[src/verilog/rv_macros.svh]
`ifndef RV_MACROS_SVH
`define RV_MACROS_SVH

// datapath width of the RV32I core
`define XLEN 32

// register number width, x0..x31
`define REG_AW 5

`endif
[src/verilog/pipe_pkg.sv]
`default_nettype none

package pipe_pkg;

    `include "rv_macros.svh"

    typedef enum logic [1:0] {
        FWD_REG  = 2'b00,  // value read in decode
        FWD_WB   = 2'b01,
        FWD_MEM  = 2'b10,
        FWD_ZERO = 2'b11
    } fwd_sel_t;

    typedef struct packed {
        logic               valid;
        logic               reg_write;
        logic [`REG_AW-1:0] rd;
        logic [`XLEN-1:0]   alu_result;  // pc+4 for jumps
        logic [`XLEN-1:0]   write_data;
    } ex_mem_t;

    typedef struct packed {
        logic               valid;
        logic               reg_write;
        logic [`REG_AW-1:0] rd;
        logic [`XLEN-1:0]   result;
    } mem_wb_t;

endpackage

`default_nettype wire

[src/verilog/alu_pkg.sv]
`default_nettype none

package alu_pkg;

    typedef enum logic [3:0] {
        ALU_ADD    = 4'd0,
        ALU_SUB    = 4'd1,
        ALU_SLL    = 4'd2,
        ALU_SLT    = 4'd3,
        ALU_SLTU   = 4'd4,
        ALU_XOR    = 4'd5,
        ALU_SRL    = 4'd6,
        ALU_SRA    = 4'd7,
        ALU_OR     = 4'd8,
        ALU_AND    = 4'd9,
        ALU_PASS_B = 4'd10  // lui
    } alu_op_t;

    // same codes as the branch funct3 field
    typedef enum logic [2:0] {
        BR_BEQ  = 3'b000,
        BR_BNE  = 3'b001,
        BR_BLT  = 3'b100,
        BR_BGE  = 3'b101,
        BR_BLTU = 3'b110,
        BR_BGEU = 3'b111
    } branch_cond_t;

endpackage

`default_nettype wire

[src/verilog/ex_ctrl_if.sv]
`timescale 1ns/1ps
`default_nettype none

`include "rv_macros.svh"

interface ex_ctrl_if (
    input logic clk,
    input logic reset
);
    import alu_pkg::*;

    logic               valid;
    alu_op_t            alu_ctrl;
    logic               alu_src;    // operand b from immediate
    logic               op1_pc;     // operand a from pc
    branch_cond_t       funct3;
    logic               jump;
    logic               branch;
    logic               jalr;
    logic               reg_write;
    logic [`REG_AW-1:0] rs1;
    logic [`REG_AW-1:0] rs2;
    logic [`REG_AW-1:0] rd;
    logic [`XLEN-1:0]   rd1;
    logic [`XLEN-1:0]   rd2;
    logic [`XLEN-1:0]   pc;
    logic [`XLEN-1:0]   imm_ext;

    modport stage (
        output valid, alu_ctrl, alu_src, op1_pc, funct3, jump, branch, jalr,
        output reg_write, rs1, rs2, rd, rd1, rd2, pc, imm_ext
    );

    modport exec (
        input clk, reset,
        input valid, alu_ctrl, alu_src, op1_pc, funct3, jump, branch, jalr,
        input reg_write, rs1, rs2, rd, rd1, rd2, pc, imm_ext
    );

endinterface

`default_nettype wire

[src/verilog/forward_unit.sv]
`timescale 1ns/1ps
`default_nettype none

`include "rv_macros.svh"

module forward_unit (
    ex_ctrl_if.exec           ex,
    input  pipe_pkg::ex_mem_t ex_mem,
    input  pipe_pkg::mem_wb_t mem_wb,
    output pipe_pkg::fwd_sel_t fwd_rs1,
    output pipe_pkg::fwd_sel_t fwd_rs2
);
    import pipe_pkg::*;

    // newer stage wins, x0 never forwarded
    function automatic fwd_sel_t pick_src(
        input logic [`REG_AW-1:0] rs,
        input ex_mem_t            m,
        input mem_wb_t            w
    );
        fwd_sel_t sel;
        sel = FWD_REG;
        if (m.valid && m.reg_write && m.rd != '0 && m.rd == rs) begin
            sel = FWD_MEM;
        end else if (w.valid && w.reg_write && w.rd != '0 && w.rd == rs) begin
            sel = FWD_WB;
        end
        return sel;
    endfunction

    assign fwd_rs1 = pick_src(ex.rs1, ex_mem, mem_wb);
    assign fwd_rs2 = pick_src(ex.rs2, ex_mem, mem_wb);

    // a read of x0 always takes the register value
    a_x0_not_fwd: assert property (@(posedge ex.clk) disable iff (ex.reset)
        ex.valid |-> ((ex.rs1 != '0 || fwd_rs1 == FWD_REG) &&
                      (ex.rs2 != '0 || fwd_rs2 == FWD_REG)));

endmodule

`default_nettype wire

[src/flat_wrapper.sv]
// flat-port wrapper written by rule: the top's interface ports become plain ports
module forward_unit_flat import pipe_pkg::*;
  (ex_mem, mem_wb, fwd_rs1, fwd_rs2, clk, reset, ex_valid, ex_alu_ctrl, ex_alu_src, ex_op1_pc, ex_funct3, ex_jump, ex_branch, ex_jalr, ex_reg_write, ex_rs1, ex_rs2, ex_rd, ex_rd1, ex_rd2, ex_pc, ex_imm_ext);
  ex_ctrl_if ex_i (.clk(clk), .reset(reset));
  input  pipe_pkg::ex_mem_t ex_mem;
  input  pipe_pkg::mem_wb_t mem_wb;
  output pipe_pkg::fwd_sel_t fwd_rs1;
  output pipe_pkg::fwd_sel_t fwd_rs2;
  input wire logic clk;
  input wire logic reset;
  input wire logic [$bits(ex_i.valid)-1:0] ex_valid;
  input wire logic [$bits(ex_i.alu_ctrl)-1:0] ex_alu_ctrl;
  input wire logic [$bits(ex_i.alu_src)-1:0] ex_alu_src;
  input wire logic [$bits(ex_i.op1_pc)-1:0] ex_op1_pc;
  input wire logic [$bits(ex_i.funct3)-1:0] ex_funct3;
  input wire logic [$bits(ex_i.jump)-1:0] ex_jump;
  input wire logic [$bits(ex_i.branch)-1:0] ex_branch;
  input wire logic [$bits(ex_i.jalr)-1:0] ex_jalr;
  input wire logic [$bits(ex_i.reg_write)-1:0] ex_reg_write;
  input wire logic [$bits(ex_i.rs1)-1:0] ex_rs1;
  input wire logic [$bits(ex_i.rs2)-1:0] ex_rs2;
  input wire logic [$bits(ex_i.rd)-1:0] ex_rd;
  input wire logic [$bits(ex_i.rd1)-1:0] ex_rd1;
  input wire logic [$bits(ex_i.rd2)-1:0] ex_rd2;
  input wire logic [$bits(ex_i.pc)-1:0] ex_pc;
  input wire logic [$bits(ex_i.imm_ext)-1:0] ex_imm_ext;
  assign ex_i.valid = ex_valid;
  assign ex_i.alu_ctrl = ex_alu_ctrl;
  assign ex_i.alu_src = ex_alu_src;
  assign ex_i.op1_pc = ex_op1_pc;
  assign ex_i.funct3 = ex_funct3;
  assign ex_i.jump = ex_jump;
  assign ex_i.branch = ex_branch;
  assign ex_i.jalr = ex_jalr;
  assign ex_i.reg_write = ex_reg_write;
  assign ex_i.rs1 = ex_rs1;
  assign ex_i.rs2 = ex_rs2;
  assign ex_i.rd = ex_rd;
  assign ex_i.rd1 = ex_rd1;
  assign ex_i.rd2 = ex_rd2;
  assign ex_i.pc = ex_pc;
  assign ex_i.imm_ext = ex_imm_ext;
  forward_unit u_core (.ex(ex_i), .ex_mem(ex_mem), .mem_wb(mem_wb), .fwd_rs1(fwd_rs1), .fwd_rs2(fwd_rs2));
endmodule
[config.mk]
export PLATFORM = sky130hd
export DESIGN_NAME = forward_unit_flat
export DESIGN_NICKNAME = d
export VERILOG_FILES = /design/src/verilog/pipe_pkg.sv /design/src/verilog/alu_pkg.sv /design/src/verilog/ex_ctrl_if.sv /design/src/verilog/forward_unit.sv /design/src/flat_wrapper.sv
export VERILOG_INCLUDE_DIRS = /design/src /design/src/verilog
export SDC_FILE = /design/constraint.sdc
export NUM_CORES = 1
export LEC_CHECK = 0
export ABC_AREA = 1
export BUFFER_PORTS_ARGS = -buffer_cell sky130_fd_sc_hd__buf_2
export CAP_MARGIN = 10
export CORE_AREA = 2 2 106 108
export DETAILED_ROUTE_END_ITERATION = 8
export DIE_AREA = 0 0 108 110
export PLACE_DENSITY = 0.4
export RECOVER_POWER = 25
export SLEW_MARGIN = 20
export SYNTH_ARGS = -nofsm -noshare
export SYNTH_HDL_FRONTEND = slang
export SYNTH_SLANG_ARGS = --single-unit
[constraint.sdc]
create_clock -name vclk -period 0.8
set_clock_uncertainty 0.15 [all_clocks]
set_input_delay 0.04 -clock vclk [all_inputs]
set_output_delay 0.04 -clock vclk [all_outputs]
set_load 0.01 [all_outputs]
Yosys cells after proc, flatten, opt, wreduce, memory -nomap -nowiden
Cells that the tools add are included.
{"block": "word_totals", "register_bits": 0, "in_bits": 269, "output_inout_bits": 4, "wordCells": 18}
{"block": "classes", "n_eq_ne": 4, "muxes": 4, "reduce_logical": 10}
{"operator": "$eq A5 B5 Y1", "count": 4}
{"operator": "$reduce_bool A5 Y1", "count": 2}
{"operator": "$logic_and A1 B1 Y1", "count": 8}
{"operator": "$mux W2", "count": 2}
{"operator": "$mux W1", "count": 2}

Depth between registers and ports, before layout
{"block": "depth", "ltp_word": 5, "mapped_depth": 7, "ltp_nobuf": 7}

Worst setup path after synthesis
No wires, ideal clock.
{"block": "synth_path", "kind": "input-to-output", "startpoint": "input ex_mem[65] in the netlist's numbering", "endpoint": "output fwd_rs2[0]", "t_arrival_ns": 0.565, "required_time_ns": 0.610, "path_slack_ns": 0.045, "path_stages": 7, "path_buffers": 0, "cell_sequence": "inv_1 -> nand2_1 -> nand2_1 -> nor2_1 -> nand3_1 -> nor2_2 -> nor2_1"}
{"block": "synth_via", "elab_chain_cells": 4, "elab_cells_between_ends": 5, "cone_classes": "eq/ne: 1; mux: 1; reduce/logical: 3"}
{"element": "start: declaration", "line": "flat_wrapper.sv:5", "rtl": "input pipe_pkg::ex_mem_t ex_mem;"}
{"element": "$reduce_bool A5 Y1", "line": "forward_unit.sv:23", "rtl": "if (m.valid && m.reg_write && m.rd != '0 && m.rd == rs) begin"}
{"element": "$logic_and A1 B1 Y1", "line": "forward_unit.sv:23"}
{"element": "$logic_and A1 B1 Y1 (*)", "line": "forward_unit.sv:23"}
{"element": "$mux W2 (*)", "line": "forward_unit.sv:23"}
{"element": "end: declaration", "line": "flat_wrapper.sv:8", "rtl": "output pipe_pkg::fwd_sel_t fwd_rs2;"}
Every way passes the cells marked *; elsewhere a longest branch is shown, timed or not.

Worst setup path after layout
{"block": "layout_path", "startpoint": "input ex_rs2[4]", "endpoint": "output fwd_rs2[0]"}
{"block": "layout_via", "elab_chain_cells": 4, "elab_cells_between_ends": 6, "cone_classes": "eq/ne: 2; mux: 2; reduce/logical: 2"}
{"element": "start: declaration", "line": "flat_wrapper.sv:21", "rtl": "input wire logic [$bits(ex_i.rs2)-1:0] ex_rs2;"}
{"element": "$eq A5 B5 Y1", "line": "forward_unit.sv:25", "rtl": "end else if (w.valid && w.reg_write && w.rd != '0 && w.rd == rs) begin"}
{"element": "$logic_and A1 B1 Y1", "line": "forward_unit.sv:25"}
{"element": "$mux W1", "line": "forward_unit.sv:25"}
{"element": "$mux W2 (*)", "line": "forward_unit.sv:23"}
Marks and branches as above.

==> metrics.txt <==
status=finished with violations; Synth Area in XOR/XNOR=22.7%; Cells after Synth=82; Remaining Overflow, GRT=0; Layout Cells excl Fill=250; Setup Crit Path Kind=in -> out; Synth area leaders=nand2_1, xnor2_1, inv_1, nor2_1, xor2_1; Max Slew Vio Count=0; max-cap violations=0; Placed Cells=250; Layout fillers=1260; placed cell area=701 sq um; Remaining DRCs=0; number of DRC markers in iteration 0=14; min setup slack post-route=-0.177 ns; highest metal used=met4; share of cells above drive strength 1=57.3%; ANT cells=0; period utilization=122%; number of global-route vias before repair=596; first-pass GRT wire length=3090 um; Hold Path Class=in -> out; num sequential=0; total power=419 uW; largest area contributor in the netlist=nand2_1; die width=108 um; initial antenna violation count=0; leak pwr=0.000438 uW; syn nets=351; core area=0.0107 sq mm; GRT Total Usage=3.33%; most common cell after layout, fill and taps aside=nand2_1; Worst Path Required=0.61 ns; Worst Setup Start Kind=input pin; Setup Viol. Count Final=4; count of cell types in the netlist=10; Design Area, Final=975 sq um; Tmin final=0.977 ns; Initial Utilization=3.60%; CP top delay family=simple AND/OR/NAND/NOR gates; main combinational cell family by area after synthesis=simple AND/OR/NAND/NOR gates; # hold bufs at CTS=0; largest net degree at the start of global routing=5; DR WL/cell=8.04 um; Clock power frac=0%; switching share of power=46.1%; failing checks=negative setup slack; vias=569; crit path buf inv count=2; Slew HR=86.8%; wire length on met2=1040 um; Synth Area in Adders=0%; complex-gate fraction of the synthesized area=0%; Rows=38; crit-path max FO=2; combinational share of power=100.0%; Layout area overhead=153%; fmax=1020 MHz; Reg area=0 sq um; number of vias per cell=2.28; Syn Area/Cell=4.70 sq um; Post-Synth Simple-Gate Area=61.7%; CP arrival=0.79 ns; die span in y=110 um; Post-DP HPWL=1800 um; Final Util=9.11%; CP Cell Sequence=buf_8, xnor2_4, nand3_2, nor2_4, nand2_2, nor2_2, buf_2; IO buf count=28; post-synthesis mux area share=0%; NumNets Final=381; Mapped Area=385 sq um; Final Hold Fails=0; Routed Antenna Nets=0; unrepaired setup endpoints after global routing=true; overall routed net length=2010 um; cell-internal power=226 uW; Ports=273; sequential share of power=0%; most frequent cells in the layout=nand2_1, nand2_2, buf_2, buf_6; Pwr Density=430 mW/mm^2; Setup TNS=-0.579 ns; Critical-path top delay cell=xnor2_4; gpl congestion=0.761; routed wl met3=195 um; Yosys top cell area share=33.1%; clk_buf instances=0; Psw=193 uW; worst slew pin tran=0.198 ns; Critical Path Max Stage Delay=0.15 ns; DRT Pass-1 Iters=4; met1 WL=748 um; share of the yosys chip area belonging to registers=0%; die area=0.0119 sq mm; maximum VDD drop=0.146 mV; Synth Warn #=0; nature of the critical path endpoint=output pin
[layer usage]
layer,track usage (%),vias up
li1,-,295
met1,3.66,255
met2,6.11,17
met3,1.41,2
met4,0.458,0
met5,0,-
[synthesized netlist by cell type]
library cell / number
inv_1: 13
inv_2: 3
nand2_1: 34
nand3_1: 5
nand3_4: 1
nand4_1: 1
nor2_1: 13
nor2_2: 2
xnor2_1: 6
xor2_1: 4
[path summary, 6_finish.rpt]
check,depth (start not counted),start,end,slack (ns)
max,7,ex_rs2[4],fwd_rs2[0],-0.18
min,4,ex_mem[69],fwd_rs1[1],0.29
[cell type report]
class | count | area [sq um] | area share [%]
Timing Repair Buffer | 28 | 295 | 30.3
Inverter | 16 | 70.1 | 7.19
Multi-Input combinational cell | 66 | 434 | 44.5
Tap cell | 140 | 175 | 18.0
[kinds of logic after synthesis]
logic type | count (synthesis)
and+or+nand+nor | 56
buffers and inverters | 16
xor gates and xnor gates | 10
[power by group through the flow]
stage / combinational, uW / sequential, uW / clock (uW)
after CTS: 341 / 0 / 0
final: 419 / 0 / 0
after global placement: 265 / 0 / 0
after detailed placement: 265 / 0 / 0
after floorplan: 131 / 0 / 0
after global routing: 460 / 0 / 0
[what timing repair did]
item	CTS	global route
endpoints found under the setup margin	4	4
gates cloned	0	0
pin swaps	24	29
buffers inserted	0	0
gates resized for setup	40	41
[through the flow]
stage          worst slack [ns]  hold slack [ns]
2_1_floorplan            0.0448           0.0424
3_3_place_gp             -0.281            0.294
3_5_place_dp             -0.290            0.294
4_1_cts                  -0.222            0.268
5_1_grt                  -0.246            0.306
6_report                 -0.177            0.290
Power figures use the tool's default switching activity.
