File: src/verilog/rv_macros.svh
`ifndef RV_MACROS_SVH
`define RV_MACROS_SVH

// datapath width of the RV32I core
`define XLEN 32

// register number width, x0..x31
`define REG_AW 5

`endif
File: src/verilog/pipe_pkg.sv
`default_nettype none

package pipe_pkg;

    `include "rv_macros.svh"

    typedef enum logic [1:0] {
        FWD_REG  = 2'b00,  // value read in decode
        FWD_WB   = 2'b01,
        FWD_MEM  = 2'b10,
        FWD_ZERO = 2'b11
    } fwd_sel_t;

    typedef struct packed {
        logic               valid;
        logic               reg_write;
        logic [`REG_AW-1:0] rd;
        logic [`XLEN-1:0]   alu_result;  // pc+4 for jumps
        logic [`XLEN-1:0]   write_data;
    } ex_mem_t;

    typedef struct packed {
        logic               valid;
        logic               reg_write;
        logic [`REG_AW-1:0] rd;
        logic [`XLEN-1:0]   result;
    } mem_wb_t;

endpackage

`default_nettype wire

File: src/verilog/alu_pkg.sv
`default_nettype none

package alu_pkg;

    typedef enum logic [3:0] {
        ALU_ADD    = 4'd0,
        ALU_SUB    = 4'd1,
        ALU_SLL    = 4'd2,
        ALU_SLT    = 4'd3,
        ALU_SLTU   = 4'd4,
        ALU_XOR    = 4'd5,
        ALU_SRL    = 4'd6,
        ALU_SRA    = 4'd7,
        ALU_OR     = 4'd8,
        ALU_AND    = 4'd9,
        ALU_PASS_B = 4'd10  // lui
    } alu_op_t;

    // same codes as the branch funct3 field
    typedef enum logic [2:0] {
        BR_BEQ  = 3'b000,
        BR_BNE  = 3'b001,
        BR_BLT  = 3'b100,
        BR_BGE  = 3'b101,
        BR_BLTU = 3'b110,
        BR_BGEU = 3'b111
    } branch_cond_t;

endpackage

`default_nettype wire

File: src/verilog/ex_ctrl_if.sv
`timescale 1ns/1ps
`default_nettype none

`include "rv_macros.svh"

interface ex_ctrl_if (
    input logic clk,
    input logic reset
);
    import alu_pkg::*;

    logic               valid;
    alu_op_t            alu_ctrl;
    logic               alu_src;    // operand b from immediate
    logic               op1_pc;     // operand a from pc
    branch_cond_t       funct3;
    logic               jump;
    logic               branch;
    logic               jalr;
    logic               reg_write;
    logic [`REG_AW-1:0] rs1;
    logic [`REG_AW-1:0] rs2;
    logic [`REG_AW-1:0] rd;
    logic [`XLEN-1:0]   rd1;
    logic [`XLEN-1:0]   rd2;
    logic [`XLEN-1:0]   pc;
    logic [`XLEN-1:0]   imm_ext;

    modport stage (
        output valid, alu_ctrl, alu_src, op1_pc, funct3, jump, branch, jalr,
        output reg_write, rs1, rs2, rd, rd1, rd2, pc, imm_ext
    );

    modport exec (
        input clk, reset,
        input valid, alu_ctrl, alu_src, op1_pc, funct3, jump, branch, jalr,
        input reg_write, rs1, rs2, rd, rd1, rd2, pc, imm_ext
    );

endinterface

`default_nettype wire

File: src/verilog/ex_mem_wb_reg.sv
`timescale 1ns/1ps
`default_nettype none

`include "rv_macros.svh"

module ex_mem_wb_reg (
    input  logic              clk,
    input  logic              reset,
    ex_ctrl_if.exec           ex,
    input  logic [`XLEN-1:0]  alu_result,
    input  logic [`XLEN-1:0]  write_data,
    output pipe_pkg::ex_mem_t ex_mem,
    output pipe_pkg::mem_wb_t mem_wb
);
    import pipe_pkg::*;

    logic [`XLEN-1:0] link_addr;

    assign link_addr = ex.pc + 'd4;  // return address for jal / jalr

    always_ff @(posedge clk) begin
        ex_mem.rd         <= ex.rd;
        ex_mem.alu_result <= ex.jump ? link_addr : alu_result;
        ex_mem.write_data <= write_data;
        mem_wb.rd         <= ex_mem.rd;
        mem_wb.result     <= ex_mem.alu_result;  // no data memory
        if (reset) begin
            ex_mem.valid     <= 1'b0;
            ex_mem.reg_write <= 1'b0;
            mem_wb.valid     <= 1'b0;
            mem_wb.reg_write <= 1'b0;
        end else begin
            ex_mem.valid     <= ex.valid;
            ex_mem.reg_write <= ex.valid & ex.reg_write;
            mem_wb.valid     <= ex_mem.valid;
            mem_wb.reg_write <= ex_mem.reg_write;
        end
    end

endmodule

`default_nettype wire

File: src/flat_wrapper.sv
// flat-port wrapper written by rule: the top's interface ports become plain ports
module ex_mem_wb_reg_flat import pipe_pkg::*;
  (clk, reset, alu_result, write_data, ex_mem, mem_wb, ex_valid, ex_alu_ctrl, ex_alu_src, ex_op1_pc, ex_funct3, ex_jump, ex_branch, ex_jalr, ex_reg_write, ex_rs1, ex_rs2, ex_rd, ex_rd1, ex_rd2, ex_pc, ex_imm_ext);
  ex_ctrl_if ex_i (.clk(clk), .reset(reset));
  input  logic clk;
  input  logic reset;
  input  logic [`XLEN-1:0] alu_result;
  input  logic [`XLEN-1:0] write_data;
  output pipe_pkg::ex_mem_t ex_mem;
  output pipe_pkg::mem_wb_t mem_wb;
  input wire logic [$bits(ex_i.valid)-1:0] ex_valid;
  input wire logic [$bits(ex_i.alu_ctrl)-1:0] ex_alu_ctrl;
  input wire logic [$bits(ex_i.alu_src)-1:0] ex_alu_src;
  input wire logic [$bits(ex_i.op1_pc)-1:0] ex_op1_pc;
  input wire logic [$bits(ex_i.funct3)-1:0] ex_funct3;
  input wire logic [$bits(ex_i.jump)-1:0] ex_jump;
  input wire logic [$bits(ex_i.branch)-1:0] ex_branch;
  input wire logic [$bits(ex_i.jalr)-1:0] ex_jalr;
  input wire logic [$bits(ex_i.reg_write)-1:0] ex_reg_write;
  input wire logic [$bits(ex_i.rs1)-1:0] ex_rs1;
  input wire logic [$bits(ex_i.rs2)-1:0] ex_rs2;
  input wire logic [$bits(ex_i.rd)-1:0] ex_rd;
  input wire logic [$bits(ex_i.rd1)-1:0] ex_rd1;
  input wire logic [$bits(ex_i.rd2)-1:0] ex_rd2;
  input wire logic [$bits(ex_i.pc)-1:0] ex_pc;
  input wire logic [$bits(ex_i.imm_ext)-1:0] ex_imm_ext;
  assign ex_i.valid = ex_valid;
  assign ex_i.alu_ctrl = ex_alu_ctrl;
  assign ex_i.alu_src = ex_alu_src;
  assign ex_i.op1_pc = ex_op1_pc;
  assign ex_i.funct3 = ex_funct3;
  assign ex_i.jump = ex_jump;
  assign ex_i.branch = ex_branch;
  assign ex_i.jalr = ex_jalr;
  assign ex_i.reg_write = ex_reg_write;
  assign ex_i.rs1 = ex_rs1;
  assign ex_i.rs2 = ex_rs2;
  assign ex_i.rd = ex_rd;
  assign ex_i.rd1 = ex_rd1;
  assign ex_i.rd2 = ex_rd2;
  assign ex_i.pc = ex_pc;
  assign ex_i.imm_ext = ex_imm_ext;
  ex_mem_wb_reg u_core (.clk(clk), .reset(reset), .ex(ex_i), .alu_result(alu_result), .write_data(write_data), .ex_mem(ex_mem), .mem_wb(mem_wb));
endmodule
File: config.mk
export PLATFORM = sky130hd
export DESIGN_NAME = ex_mem_wb_reg_flat
export DESIGN_NICKNAME = d
export VERILOG_FILES = /design/src/verilog/pipe_pkg.sv /design/src/verilog/alu_pkg.sv /design/src/verilog/ex_ctrl_if.sv /design/src/verilog/ex_mem_wb_reg.sv /design/src/flat_wrapper.sv
export VERILOG_INCLUDE_DIRS = /design/src /design/src/verilog
export SDC_FILE = /design/constraint.sdc
export NUM_CORES = 1
export LEC_CHECK = 0
export ABC_CLOCK_PERIOD_IN_PS = 1400
export BUFFER_PORTS_ARGS = -buffer_cell sky130_fd_sc_hd__clkbuf_2
export CAP_MARGIN = 20
export CORE_AREA = 2 2 128 130
export CTS_CLUSTER_DIAMETER = 60
export DETAILED_ROUTE_END_ITERATION = 10
export DIE_AREA = 0 0 130 132
export HOLD_SLACK_MARGIN = 0.02
export SYNTH_ARGS = -nofsm -noshare
export SYNTH_HDL_FRONTEND = slang
export SYNTH_SLANG_ARGS = --single-unit
File: constraint.sdc
create_clock -name clk -period 1.4 [get_ports clk]
set_input_delay 0 -clock clk [delete_from_list [all_inputs] [get_ports clk]]
set_output_delay 0 -clock clk [all_outputs]
set_load 0.05 [all_outputs]
---- Word-level counts from Yosys, hierarchy flattened ----
Cells that the tools add are included.
W data, S select, Z words.
word-level totals
  output and inout bits ................... 110
  flip-flop bits (word level) ............. 110
  bits of input ports ..................... 223
  logic and storage cells ................. 12
cells by class
  bitwise logic cells ..................... 1
  muxes and demuxes ....................... 1
  $add $sub $neg .......................... 1
operators by type and width
  kind                     count
  $add A32 B3 Y32 const B  1
  $mux W32                 1
  $and A1 B1 Y1            1

---- Depth between registers and ports, before layout ----
Gate-level depths: netlist (run 1).
  depth in word-level cells ............... 2
  gate-level depth with buffers ........... 7
  gate-level depth less buffers ........... 5

---- Worst setup path after synthesis (run 1) ----
OpenSTA, ideal clock, no wires.
  path kind ............................... input to register
  from .................................... input ex_pc[2]
  to ...................................... register u_core.ex_mem[60] (netlist name)
  arrival time ............................ 1.337 ns
  path buffers ............................ 2
  library setup time ...................... 0.074 ns
  cell stages on the path ................. 7
  slack ................................... -0.011 ns
  data required time ...................... 1.326 ns
  cells stage by stage .................... ha_1 > and4_1 > buf_4 > nand3_4 > buf_6 > or4_1 > a31oi_1
on the way
  longest elaborated chain between the ends .. 2
ends and longest elaborated chain
  element             RTL line             RTL
  start: declaration  flat_wrapper.sv:25   input wire logic [$bits(ex_i.pc)-1:0] ex_pc;
  $add A32 B3 Y32     ex_mem_wb_reg.sv:19  assign link_addr = ex.pc + 'd4;
  $mux W32            ex_mem_wb_reg.sv:23  ex_mem.alu_result <= ex.jump ? link_addr : alu_result;
Every way passes these cells.
A chain may end at the register's enable or synchronous reset.

---- Final worst setup path (run 1) ----
  from .................................... input ex_pc[27]
  to ...................................... register u_core.ex_mem[63] (netlist name)
on the way
  longest elaborated chain between the ends .. 2
ends and longest elaborated chain
  element          RTL line
  $add A32 B3 Y32  ex_mem_wb_reg.sv:19
  $mux W32         ex_mem_wb_reg.sv:23
Every way passes these cells.

==> results of run 1 <==
critical path, stage by stage:
cell,delay (ns)
dlygate4sd3_1,0.52
clkbuf_2,0.15
nand3_1,0.18
or4_1,0.54
a31oi_1,0.20
where the power goes:
group	internal [mW]	switching [mW]	total, mW
Clock	1.31	1.26	2.57
Sequential	3.35	0.0856	3.44
Combinational	0.513	1.09	1.60
Total	5.17	2.44	7.61
metal layers:
layer  up-vias  GRT usage (%)  part of all wire [%]
met5         -              0                  0.23
met4         4          5.197                   1.7
met3        16          5.357                    10
met2       158          22.28                    47
met1      1438          13.33                    41
li1       1626              -                     -
cells in the mapped netlist:
master	instances
clkbuf_1	8
and3_1	2
dfxtp_1	110
and4_2	1
buf_2	2
o21ai_0	4
inv_1	3
and2_1	3
nand2_1	8
mux2i_1	1
or4_1	10
nand3_4	1
nand3_1	7
xor2_1	13
o31ai_1	10
nand4_1	10
mux2_2	3
nor2_1	28
buf_6	2
buf_4	2
a21oi_1	14
or3_1	4
and4_1	5
a31oi_1	14
ha_1	1
nor2b_1	3
xnor2_1	1
cells in the final DEF, fill, tap and decap left out, types with 2 or more instances in the layout:
| cell type | count |
|---|---|
| nor2b_1 | 3 |
| and4_1 | 4 |
| dlygate4sd3_1 | 89 |
| and3_1 | 2 |
| o31ai_1 | 10 |
| clkbuf_2 | 215 |
| diode_2 | 4 |
| xor2_1 | 13 |
| mux2_2 | 3 |
| nand3_1 | 7 |
| buf_4 | 32 |
| or3_1 | 4 |
| a31oi_1 | 14 |
| inv_6 | 3 |
| nand4_1 | 10 |
| and2_1 | 3 |
| inv_1 | 3 |
| nand2_1 | 7 |
| clkbuf_16 | 9 |
| a21oi_1 | 14 |
| dfxtp_1 | 110 |
| or4_1 | 10 |
| o21ai_0 | 4 |
| nor2_1 | 28 |
stage by stage:
| step | cells | power (mW) | worst slack, ns |
|---|---|---|---|
| floorplan | 270 | 4.415 | 0.006277 |
| global placement | 720 | 4.898 | -0.02790 |
| detailed placement | 720 | 4.906 | -0.06700 |
| CTS | 825 | 7.723 | 0.02433 |
| global route | 825 | 7.948 | 0.01072 |
| finish | 828 | 7.608 | 0.07887 |
flip-flops by register name, indices dropped and copies added (netlist names):
register,cells
u_core.mem_wb,39
u_core.ex_mem,71
how the worst max path moves through the flow:
stage	cells after the start	endpoint	slack, ns
3_3_place_gp	6	u_core.ex_mem[60]	-0.03
3_5_place_dp	6	u_core.ex_mem[62]	-0.07
6_report	5	u_core.ex_mem[63]	0.08
4_1_cts	8	u_core.ex_mem[42]	0.02
2_1_floorplan	7	u_core.ex_mem[60]	0.006
5_1_grt	5	u_core.ex_mem[60]	0.01
final cells by class:
type                       instances  share of cell area, %
inverter                           3                 0.1910
sequential                       110                  37.35
antenna                            4                 0.1698
clock buffer                      10                  4.053
multi-input combinational        143                  15.15
clock inverter                     6                  1.061
tap                              216                  4.584
timing repair buffer             336                  37.44
logic make-up after synthesis:
logic type | Yosys count
fa+ha+maj | 1
buf+inv | 17
mux | 4
flops | 110
xor+xnor | 14
simple gates | 82
compound gates | 42
what timing repair did:
item	in CTS	in global routing
setup endpoints to repair	0	4
hold buffers	89	0
gates resized for setup	0	2
hold endpoints to repair	73	0
==> results.md, run 1 <==
- DR pass1 iterations: 5
- DRC Markers: 0
- Slew Limit Fails: 0
- Core Area: around 16000 um2
- Antenna violations before repair: 6
- Fraction of the yosys area taken by sequential cells: 69.32%
- Worst R2R Path Depth: 1
- Compound-Gate Fraction of Synth Area: under 10%
- Synthesized Nets: ~490
- HPWL Detailed: between 8000 and 9000 um
- Initial drt markers: 60
- GR Util All Layers: between 10% and 20%
- Share of the synthesized area in the top cell type: between 60 and 70%
- CP Data Arrival Time: 1.59 ns
- Fin crit period: 1.321 ns
- DR vias: between 3000 and 4000
- Multi-input combinational cell area: 893.4 um2
- Leak pwr: roughly 2.7 nW
- Fin util: a little under two fifths
- CP Launch Type: input port
- Slew HR: between 70 and 80%
- Hold WC Path Type: input port to flop
- Mux share of post-synthesis cell area: 1.378%
- Peak supply drop: between 0.0005 and 0.0006 V
- Crit Path Max Fanout: 6
- HP Start: ex_pc[3]
- Worst Path Class, Setup: input port to flop
- Yosys top cell by area: dfxtp_1
- FF/Latch Area: between 2000 and 2500 um2
- Power per cell area: between 1000 and 1500 nW/um2
- Final hold vios: 0
- Post-synthesis cell type count: 27
- Status: finished clean
- CTS sink count: between 100 and 150
- Fin area: 5896 um2
- Reg2Reg Setup Slack: roughly 0.87 ns
- Number of antenna-violating nets in the routed design: 0
- Die width: approximately 130 um
- Slew at the pin with the worst max-slew slack: approximately 0.31 ns
- Avg Cell Area, Syn: roughly 12 um2
- Share of layout cells above drive strength 1: 44.57%
- CP endpoint kind: flop
- RSZ-0062 raised after global routing: false
- CTS tree: built
- Worst Hold Slack: ~0.042 ns
- Clock-pin slew of the registers on the worst-case setup and hold paths: 0.08 ns
- TNS Setup: 0 ns
- Avg WL per Cell: between 10 and 15 um
- Hold EP: u_core.ex_mem[35]
- Largest net degree at the start of global routing: 35
- Post-DP Area: 4696 um2
- CTS Buffer Depth: 2
- Final Setup Violations: 0
- First-pass GRT wire length: about 17000 um
- YS warnings: 0
- Simple-gate area share of the yosys netlist: between 10 and 15%
- H-Tree Depth: 3
- # rows: 46
- Die area: roughly 17000 um2
- CTS Root Cell: clkbuf_16
- Final net count: slightly above 800
- Initial Utilization: around 20%
- IO buf count: roughly 220
- TritonCTS buffer count: 9
- Drt total wl: between 10000 and 15000 um
- Final Cycle Share: around 94%
- Die height: between 100 and 150 um
- Synthesized area: approximately 3200 um2
- Synth-to-Final Area Change: 85.58%
- Fill cells: ~1600
- Post CTS Setup Buffer Count: 0
- Largest family of logic cells by synthesized area: simple AND/OR/NAND/NOR gates
- Vias in the first global route: ~3400
- Later-pin clock latency in the skew report: 0.35 ns
- First element of the critical path: ex_pc[27]
- GRT overflow: 0
- Max-Cap Viols: 0
- Synth Area in Adders: less than 1%
- Vias per cell: slightly below 4
- Peak Freq: about 0.76 GHz
- Routability congestion estimate: 0.7790
- Hold depth: 3
- Final Skew: around 0.012 ns
- Req. time, crit path: roughly 1.7 ns
- Cells after synthesis: 270
- Worst r2r src: u_core.ex_mem[69]
- Post-Synth XOR/XNOR Area: under 10%
- I/O pin count: around 330
- #FFs+latches synth: 110
- Synth top area cells: dfxtp_1 69%, xor2_1 3.6%, nor2_1 3.3%
- Reg2reg end: u_core.mem_wb[37]
Power figures use the tool's default switching activity.
==> run 2, diff against run 1 <==
--- a/config.mk
+++ b/config.mk
@@ -6,7 +6,7 @@
 export SDC_FILE = /design/constraint.sdc
 export NUM_CORES = 1
 export LEC_CHECK = 0
-export ABC_CLOCK_PERIOD_IN_PS = 1400
+export ABC_CLOCK_PERIOD_IN_PS = 1560
 export BUFFER_PORTS_ARGS = -buffer_cell sky130_fd_sc_hd__clkbuf_2
 export CAP_MARGIN = 20
 export CORE_AREA = 2 2 128 130
==> constraint.sdc (replaced) <==
create_clock -name clk -period 1.56 [get_ports clk]
set_input_delay 0 -clock clk [delete_from_list [all_inputs] [get_ports clk]]
set_output_delay 0 -clock clk [all_outputs]
set_load 0.05 [all_outputs]
==> results.md, run 2 (same netlist as run 1, synthesis figures left out) <==
- Status: finished clean
- GRT overflow: 0
- DRC Markers: 0
- Avg WL per Cell: around 14 um
- Initial Utilization: a little over 20%
- GR Util All Layers: around an eighth
- Worst r2r src: u_core.ex_mem[70]
- Reg2Reg Setup Slack: 1.02 ns
- H-Tree Depth: 3
- Most common cell after layout, fill and taps aside: clkbuf_2
- Largest regs: u_core.ex_mem x71, u_core.mem_wb x39
- Slew HR: 65.12%
- Buf+Inv Stages, Crit Path: 2
- Hold WC Path Type: input port to flop
- Fin util: 37.94%
- Vias per cell: ~4
- # rows: 46
- CP Launch Type: input port
- Largest net degree at the start of global routing: 22
- Drt total wl: about 12000 um
- Vias in the first global route: around 3200
- TNS Setup: 0 ns
- CP Depth: 6
- Reg2reg end: u_core.mem_wb[38]
- CP Data Arrival Time: between 1.5 and 2 ns
- Fill cells: 1549
- Final net count: 830
- CTS Buffer Depth: 2
- Req. time, crit path: 1.83 ns
- Worst R2R Path Depth: 1
- Max reg flops: around 70
- Die height: roughly 130 um
- Total power: 6.825 mW
- I/O pin count: 333
- Worst Path Class, Setup: input port to flop
- Crit path max-delay family: simple AND/OR/NAND/NOR gates
- Power per cell area: 1145 nW/um2
- Final Setup Violations: 0
- Multi-input combinational cell area: around 900 um2
- CTS sink count: between 100 and 150
- Leak pwr: 2.754 nW
- Share of layout cells above drive strength 1: about 44%
- Max-Cap Viols: 0
- Final hold vios: 0
- Commonest non-fill, non-tap cells in the layout: 215 x clkbuf_2, 110 x dfxtp_1, 96 x dlygate4sd3_1, 28 x nor2_1, 28 x buf_4
- Routability congestion estimate: 0.8039
- CTS tree: built
- DR pass1 iterations: 4
- First-pass GRT wire length: between 15000 and 20000 um
- Crit Path Max Fanout: 6
- CP Cell Sequence: dlygate4sd3_1, clkbuf_2, and3_4, nand3_2, or4_4, a31oi_2
- First element of the critical path: ex_pc[21]
- Final cell count without fillers: approximately 830
- CTS Root Cell: clkbuf_16
- Later-pin clock latency in the skew report: around 0.35 ns
- Post CTS Setup Buffer Count: 0
- Worst Hold Slack: around 0.022 ns
- Number of antenna-violating nets in the routed design: 0
- Peak Freq: between 0.6 and 0.7 GHz
- Reg with most FFs: u_core.ex_mem
- Final Skew: 0.005343 ns
- Die width: between 100 and 150 um
- Peak supply drop: about 0.00064 V
- Slew at the pin with the worst max-slew slack: between 0.5 and 0.6 ns
- Placed insts: between 700 and 800
- Initial drt markers: between 80 and 90
- Fin crit period: approximately 1.5 ns
- Crit path max-delay cell type: dlygate4sd3_1
- IO buf count: 215
- RSZ-0062 raised after global routing: true
- FF/Latch Area: approximately 2200 um2
- Core Area: ~16000 um2
- CP max stage delay: 0.55 ns
- DR vias: roughly 3300
- HPWL Detailed: 8843 um
- Antenna violations before repair: 8
- Synth-to-Final Area Change: 87.67%
- CP endpoint kind: flop
- Slew Limit Fails: 0
- TritonCTS buffer count: 9
- Final Cycle Share: between 90% and 100%
- Die area: ~17000 um2
- Clock-pin slew of the registers on the worst-case setup and hold paths: ~0.08 ns
- Crit path to: u_core.ex_mem[63]
run 2: per-stage QoR:
stage,setup WS [ns],area (um2)
global route,-0.05851,5957
finish,0.03323,5962
global placement,-0.04645,4656
detailed placement,-0.03768,4656
CTS,0.01185,5914
floorplan,0.1489,3177
run 2: power breakdown:
group          internal, mW  leakage [nW]  total (mW)  switching, mW
combinational         0.479          1.68        1.47          0.987
sequential             3.01         0.927        3.08         0.0771
clock                  1.13         0.147        2.28           1.14
run 2: how the worst min path moves through the flow:
stage,start,end,depth (start not counted)
floorplan,write_data[0],u_core.ex_mem[0],0
global placement,write_data[21],u_core.ex_mem[21],1
detailed placement,ex_rd[0],u_core.ex_mem[64],1
CTS,alu_result[31],u_core.ex_mem[63],3
global route,alu_result[31],u_core.ex_mem[63],3
finish,alu_result[31],u_core.ex_mem[63],3
run 2: cell type report:
type                       count  area share, %
clock buffer                   9          3.778
timing repair buffer         339          37.69
tap                          216          4.533
sequential                   110          36.94
antenna                        4         0.1679
clock inverter                 7          1.217
multi-input combinational    143          15.49
inverter                       3         0.1889
run 2: timing repair:
item / in CTS / in global routing
hold buffers: 96 / 0
endpoints found under the setup margin: 0 / 8
endpoints found under the hold margin: 73 / 0
resized for setup: 0 / 7
run 2: routing by layer:
metal	track usage, %	wire length, um
met4	3.345	161
met5	0	34
met2	20.88	5103
met1	15.27	4879
met3	7.711	1412
run 2: worst min-delay path, cell delays in order:
cell and delay (ns):
clkbuf_2 0.10, nor2_1 0.15, a31oi_2 0.07
==> run 3, diff against run 2 <==
--- a/config.mk
+++ b/config.mk
@@ -6,13 +6,13 @@
 export SDC_FILE = /design/constraint.sdc
 export NUM_CORES = 1
 export LEC_CHECK = 0
-export ABC_CLOCK_PERIOD_IN_PS = 1560
+export ABC_CLOCK_PERIOD_IN_PS = 1600
 export BUFFER_PORTS_ARGS = -buffer_cell sky130_fd_sc_hd__clkbuf_2
 export CAP_MARGIN = 20
-export CORE_AREA = 2 2 128 130
+export CORE_AREA = 2 2 130 132
 export CTS_CLUSTER_DIAMETER = 60
 export DETAILED_ROUTE_END_ITERATION = 10
-export DIE_AREA = 0 0 130 132
+export DIE_AREA = 0 0 132 134
 export HOLD_SLACK_MARGIN = 0.02
 export SYNTH_ARGS = -nofsm -noshare
 export SYNTH_HDL_FRONTEND = slang
==> constraint.sdc (replaced) <==
create_clock -name clk -period 1.6 [get_ports clk]
set_input_delay 0 -clock clk [delete_from_list [all_inputs] [get_ports clk]]
set_output_delay 0 -clock clk [all_outputs]
set_load 0.05 [all_outputs]
==> results.md, run 3 (same netlist as run 1, synthesis figures left out) <==
- Clock share of power: about a third
- Number of antenna-violating nets in the routed design: 0
- Later-pin clock latency in the skew report: between 0.3 and 0.4 ns
- Total power: around 6.6 mW
- Final hold vios: 0
- Most common cell after layout, fill and taps aside: clkbuf_2
- Die height: 134 um
- CP Data Arrival Time: between 1.5 and 2 ns
- TritonCTS buffer count: 9
- Initial drt markers: 84
- Routability congestion estimate: about 0.74
- First-pass GRT wire length: about 18000 um
- Slew Limit Fails: 0
- Avg WL per Cell: 14.34 um
- Slew at the pin with the worst max-slew slack: between 0.3 and 0.4 ns
- # rows: 47
- Final net count: 829
- Drt total wl: 11960 um
- Power per cell area: between 1000 and 1500 nW/um2
- Synth-to-Final Area Change: 87.71%
- CP max stage delay: ~0.54 ns
- Worst Path Class, Setup: input port to flop
- Final Skew: roughly 0.0025 ns
- Crit path max-delay family: simple AND/OR/NAND/NOR gates
- Crit Path Max Fanout: 6
- Share of layout cells above drive strength 1: 42.62%
- Clock-pin slew of the registers on the worst-case setup and hold paths: around 0.07 ns
- Commonest non-fill, non-tap cells in the layout: 215 x clkbuf_2, 110 x dfxtp_1, 100 x dlygate4sd3_1, 28 x nor2_1, 20 x buf_4
- CP endpoint kind: flop
- Psw: ~2.1 mW
- Reg2reg end: u_core.mem_wb[38]
- H-Tree Depth: 3
- CTS Buffer Depth: 2
- DR pass1 iterations: 4
- Crit path to: u_core.ex_mem[63]
- Vias in the first global route: between 3000 and 4000
- RSZ-0062 raised after global routing: false
- Status: finished clean
- Worst R2R Path Depth: 1
- Die area: 17690 um2
- Reg with most FFs: u_core.ex_mem
- I/O pin count: between 300 and 400
- GR Util All Layers: between 10 and 15%
- Internal: about 4.5 mW
- Flop pwr share: 45.3%
- Largest regs: u_core.ex_mem x71, u_core.mem_wb x39
- Req. time, crit path: 1.88 ns
- First element of the critical path: ex_pc[26]
- Final Cycle Share: a little over nine tenths
- CP Cell Sequence: dlygate4sd3_1, clkbuf_2, and4_1, nand3_1, or4_1, a31oi_1
- HPWL Detailed: 9380 um
- Worst r2r src: u_core.ex_mem[70]
- Reg2Reg Setup Slack: ~1.1 ns
- CTS Root Cell: clkbuf_16
- Peak supply drop: around 0.00060 V
- Fin crit period: ~1.6 ns
- CTS sink count: between 100 and 150
- Crit path max-delay cell type: or4_1
- Fin area: 5963 um2
- Switch share: about a third
- Die width: between 100 and 150 um
- Leak pwr: ~2.7 nW
- Antenna violations before repair: 7
- Hold WC Path Type: input port to flop
- Core Area: about 16000 um2
- DRC Markers: 0
- Final Setup Violations: 0
- Worst Hold Slack: between 0.05 and 0.06 ns
- DR vias: roughly 3300
- Fill cells: around 1700
- TNS Setup: 0 ns
- Buf+Inv Stages, Crit Path: 2
- Initial Utilization: between 10% and 20%
- CTS tree: built
- IO buf count: ~220
- Combinational share of power: a little over a fifth
- CP Depth: 6
- Max-Cap Viols: 0
- GRT overflow: 0
- Post-DP Area: about 4600 um2
- Max reg flops: 71
- Peak Freq: about 0.64 GHz
- Largest net degree at the start of global routing: 29
- CP Launch Type: input port
- Slew HR: 75.01%
- Vias per cell: roughly 4
-- run 3: cell count changes in the layout (fill, tap and decap cells not counted), moves of 3 or more --
cell / previous run / this run
a31oi_1: 11 / 14
a31oi_2: 3 / 0
inv_6: 4 / 1
dlygate4sd3_1: 96 / 100
buf_4: 28 / 20
-- run 3: power groups by stage --
| stage | Clock (mW) | Sequential [mW] | Combinational (mW) |
|---|---|---|---|
| final | 2.19 | 3.00 | 1.43 |
| after global routing | 2.39 | 3.02 | 1.51 |
| after CTS | 2.28 | 3.01 | 1.44 |
| after detailed placement | 0 | 3.07 | 1.22 |
| after global placement | 0 | 3.07 | 1.22 |
| after floorplan | 0 | 3.74 | 0.123 |
-- run 3: cell type report --
type / count / area [um2] / share of cell area (%)
diodes: 4 / 10.01 / 0.1679
well taps: 220 / 275.3 / 4.616
multi-input cells: 143 / 893.4 / 14.98
clock inverters: 6 / 63.81 / 1.070
inverters: 3 / 11.26 / 0.1888
repair buffers: 338 / 2278 / 38.21
flip-flops and latches: 110 / 2202 / 36.93
clock buffers: 10 / 229.0 / 3.840
-- run 3: stage by stage --
stage / setup WS (ns) / cells / util, %
after floorplan: 0.1889 / 270 / -
after global placement: 0.03361 / 712 / 28.44
after detailed placement: 0.05155 / 712 / 28.44
after CTS: 0.03891 / 828 / 36.39
after global routing: 0.001294 / 831 / 36.56
final: 0.04460 / 834 / 36.61
-- run 3: metal layers --
metal  track usage (%)  vias up  wire length, um
li1                  -     1630                -
met1             15.52     1434             4862
met2             21.90      162             5361
met3             7.974       18             1489
met4             5.616        6              205
met5                 0        -               38
-- run 3: how the worst min path moves through the flow --
stage                        from                end  slack, ns  cells past startpoint
floorplan           write_data[0]   u_core.ex_mem[0]       0.03                      0
global placement    write_data[7]   u_core.ex_mem[7]       0.10                      1
detailed placement       ex_rd[3]  u_core.ex_mem[67]       0.10                      1
CTS                     ex_pc[21]  u_core.ex_mem[54]       0.05                      4
global route            ex_pc[16]  u_core.ex_mem[48]       0.07                      4
finish                  ex_pc[21]  u_core.ex_mem[54]       0.06                      4
-- run 3: timing repair --
action                                 in CTS  in global routing
buffers inserted                            0                  2
hold buffers                              100                  0
setup endpoints to repair                   0                  2
endpoints found under the hold margin      73                  0
gates resized for setup                     0                  3
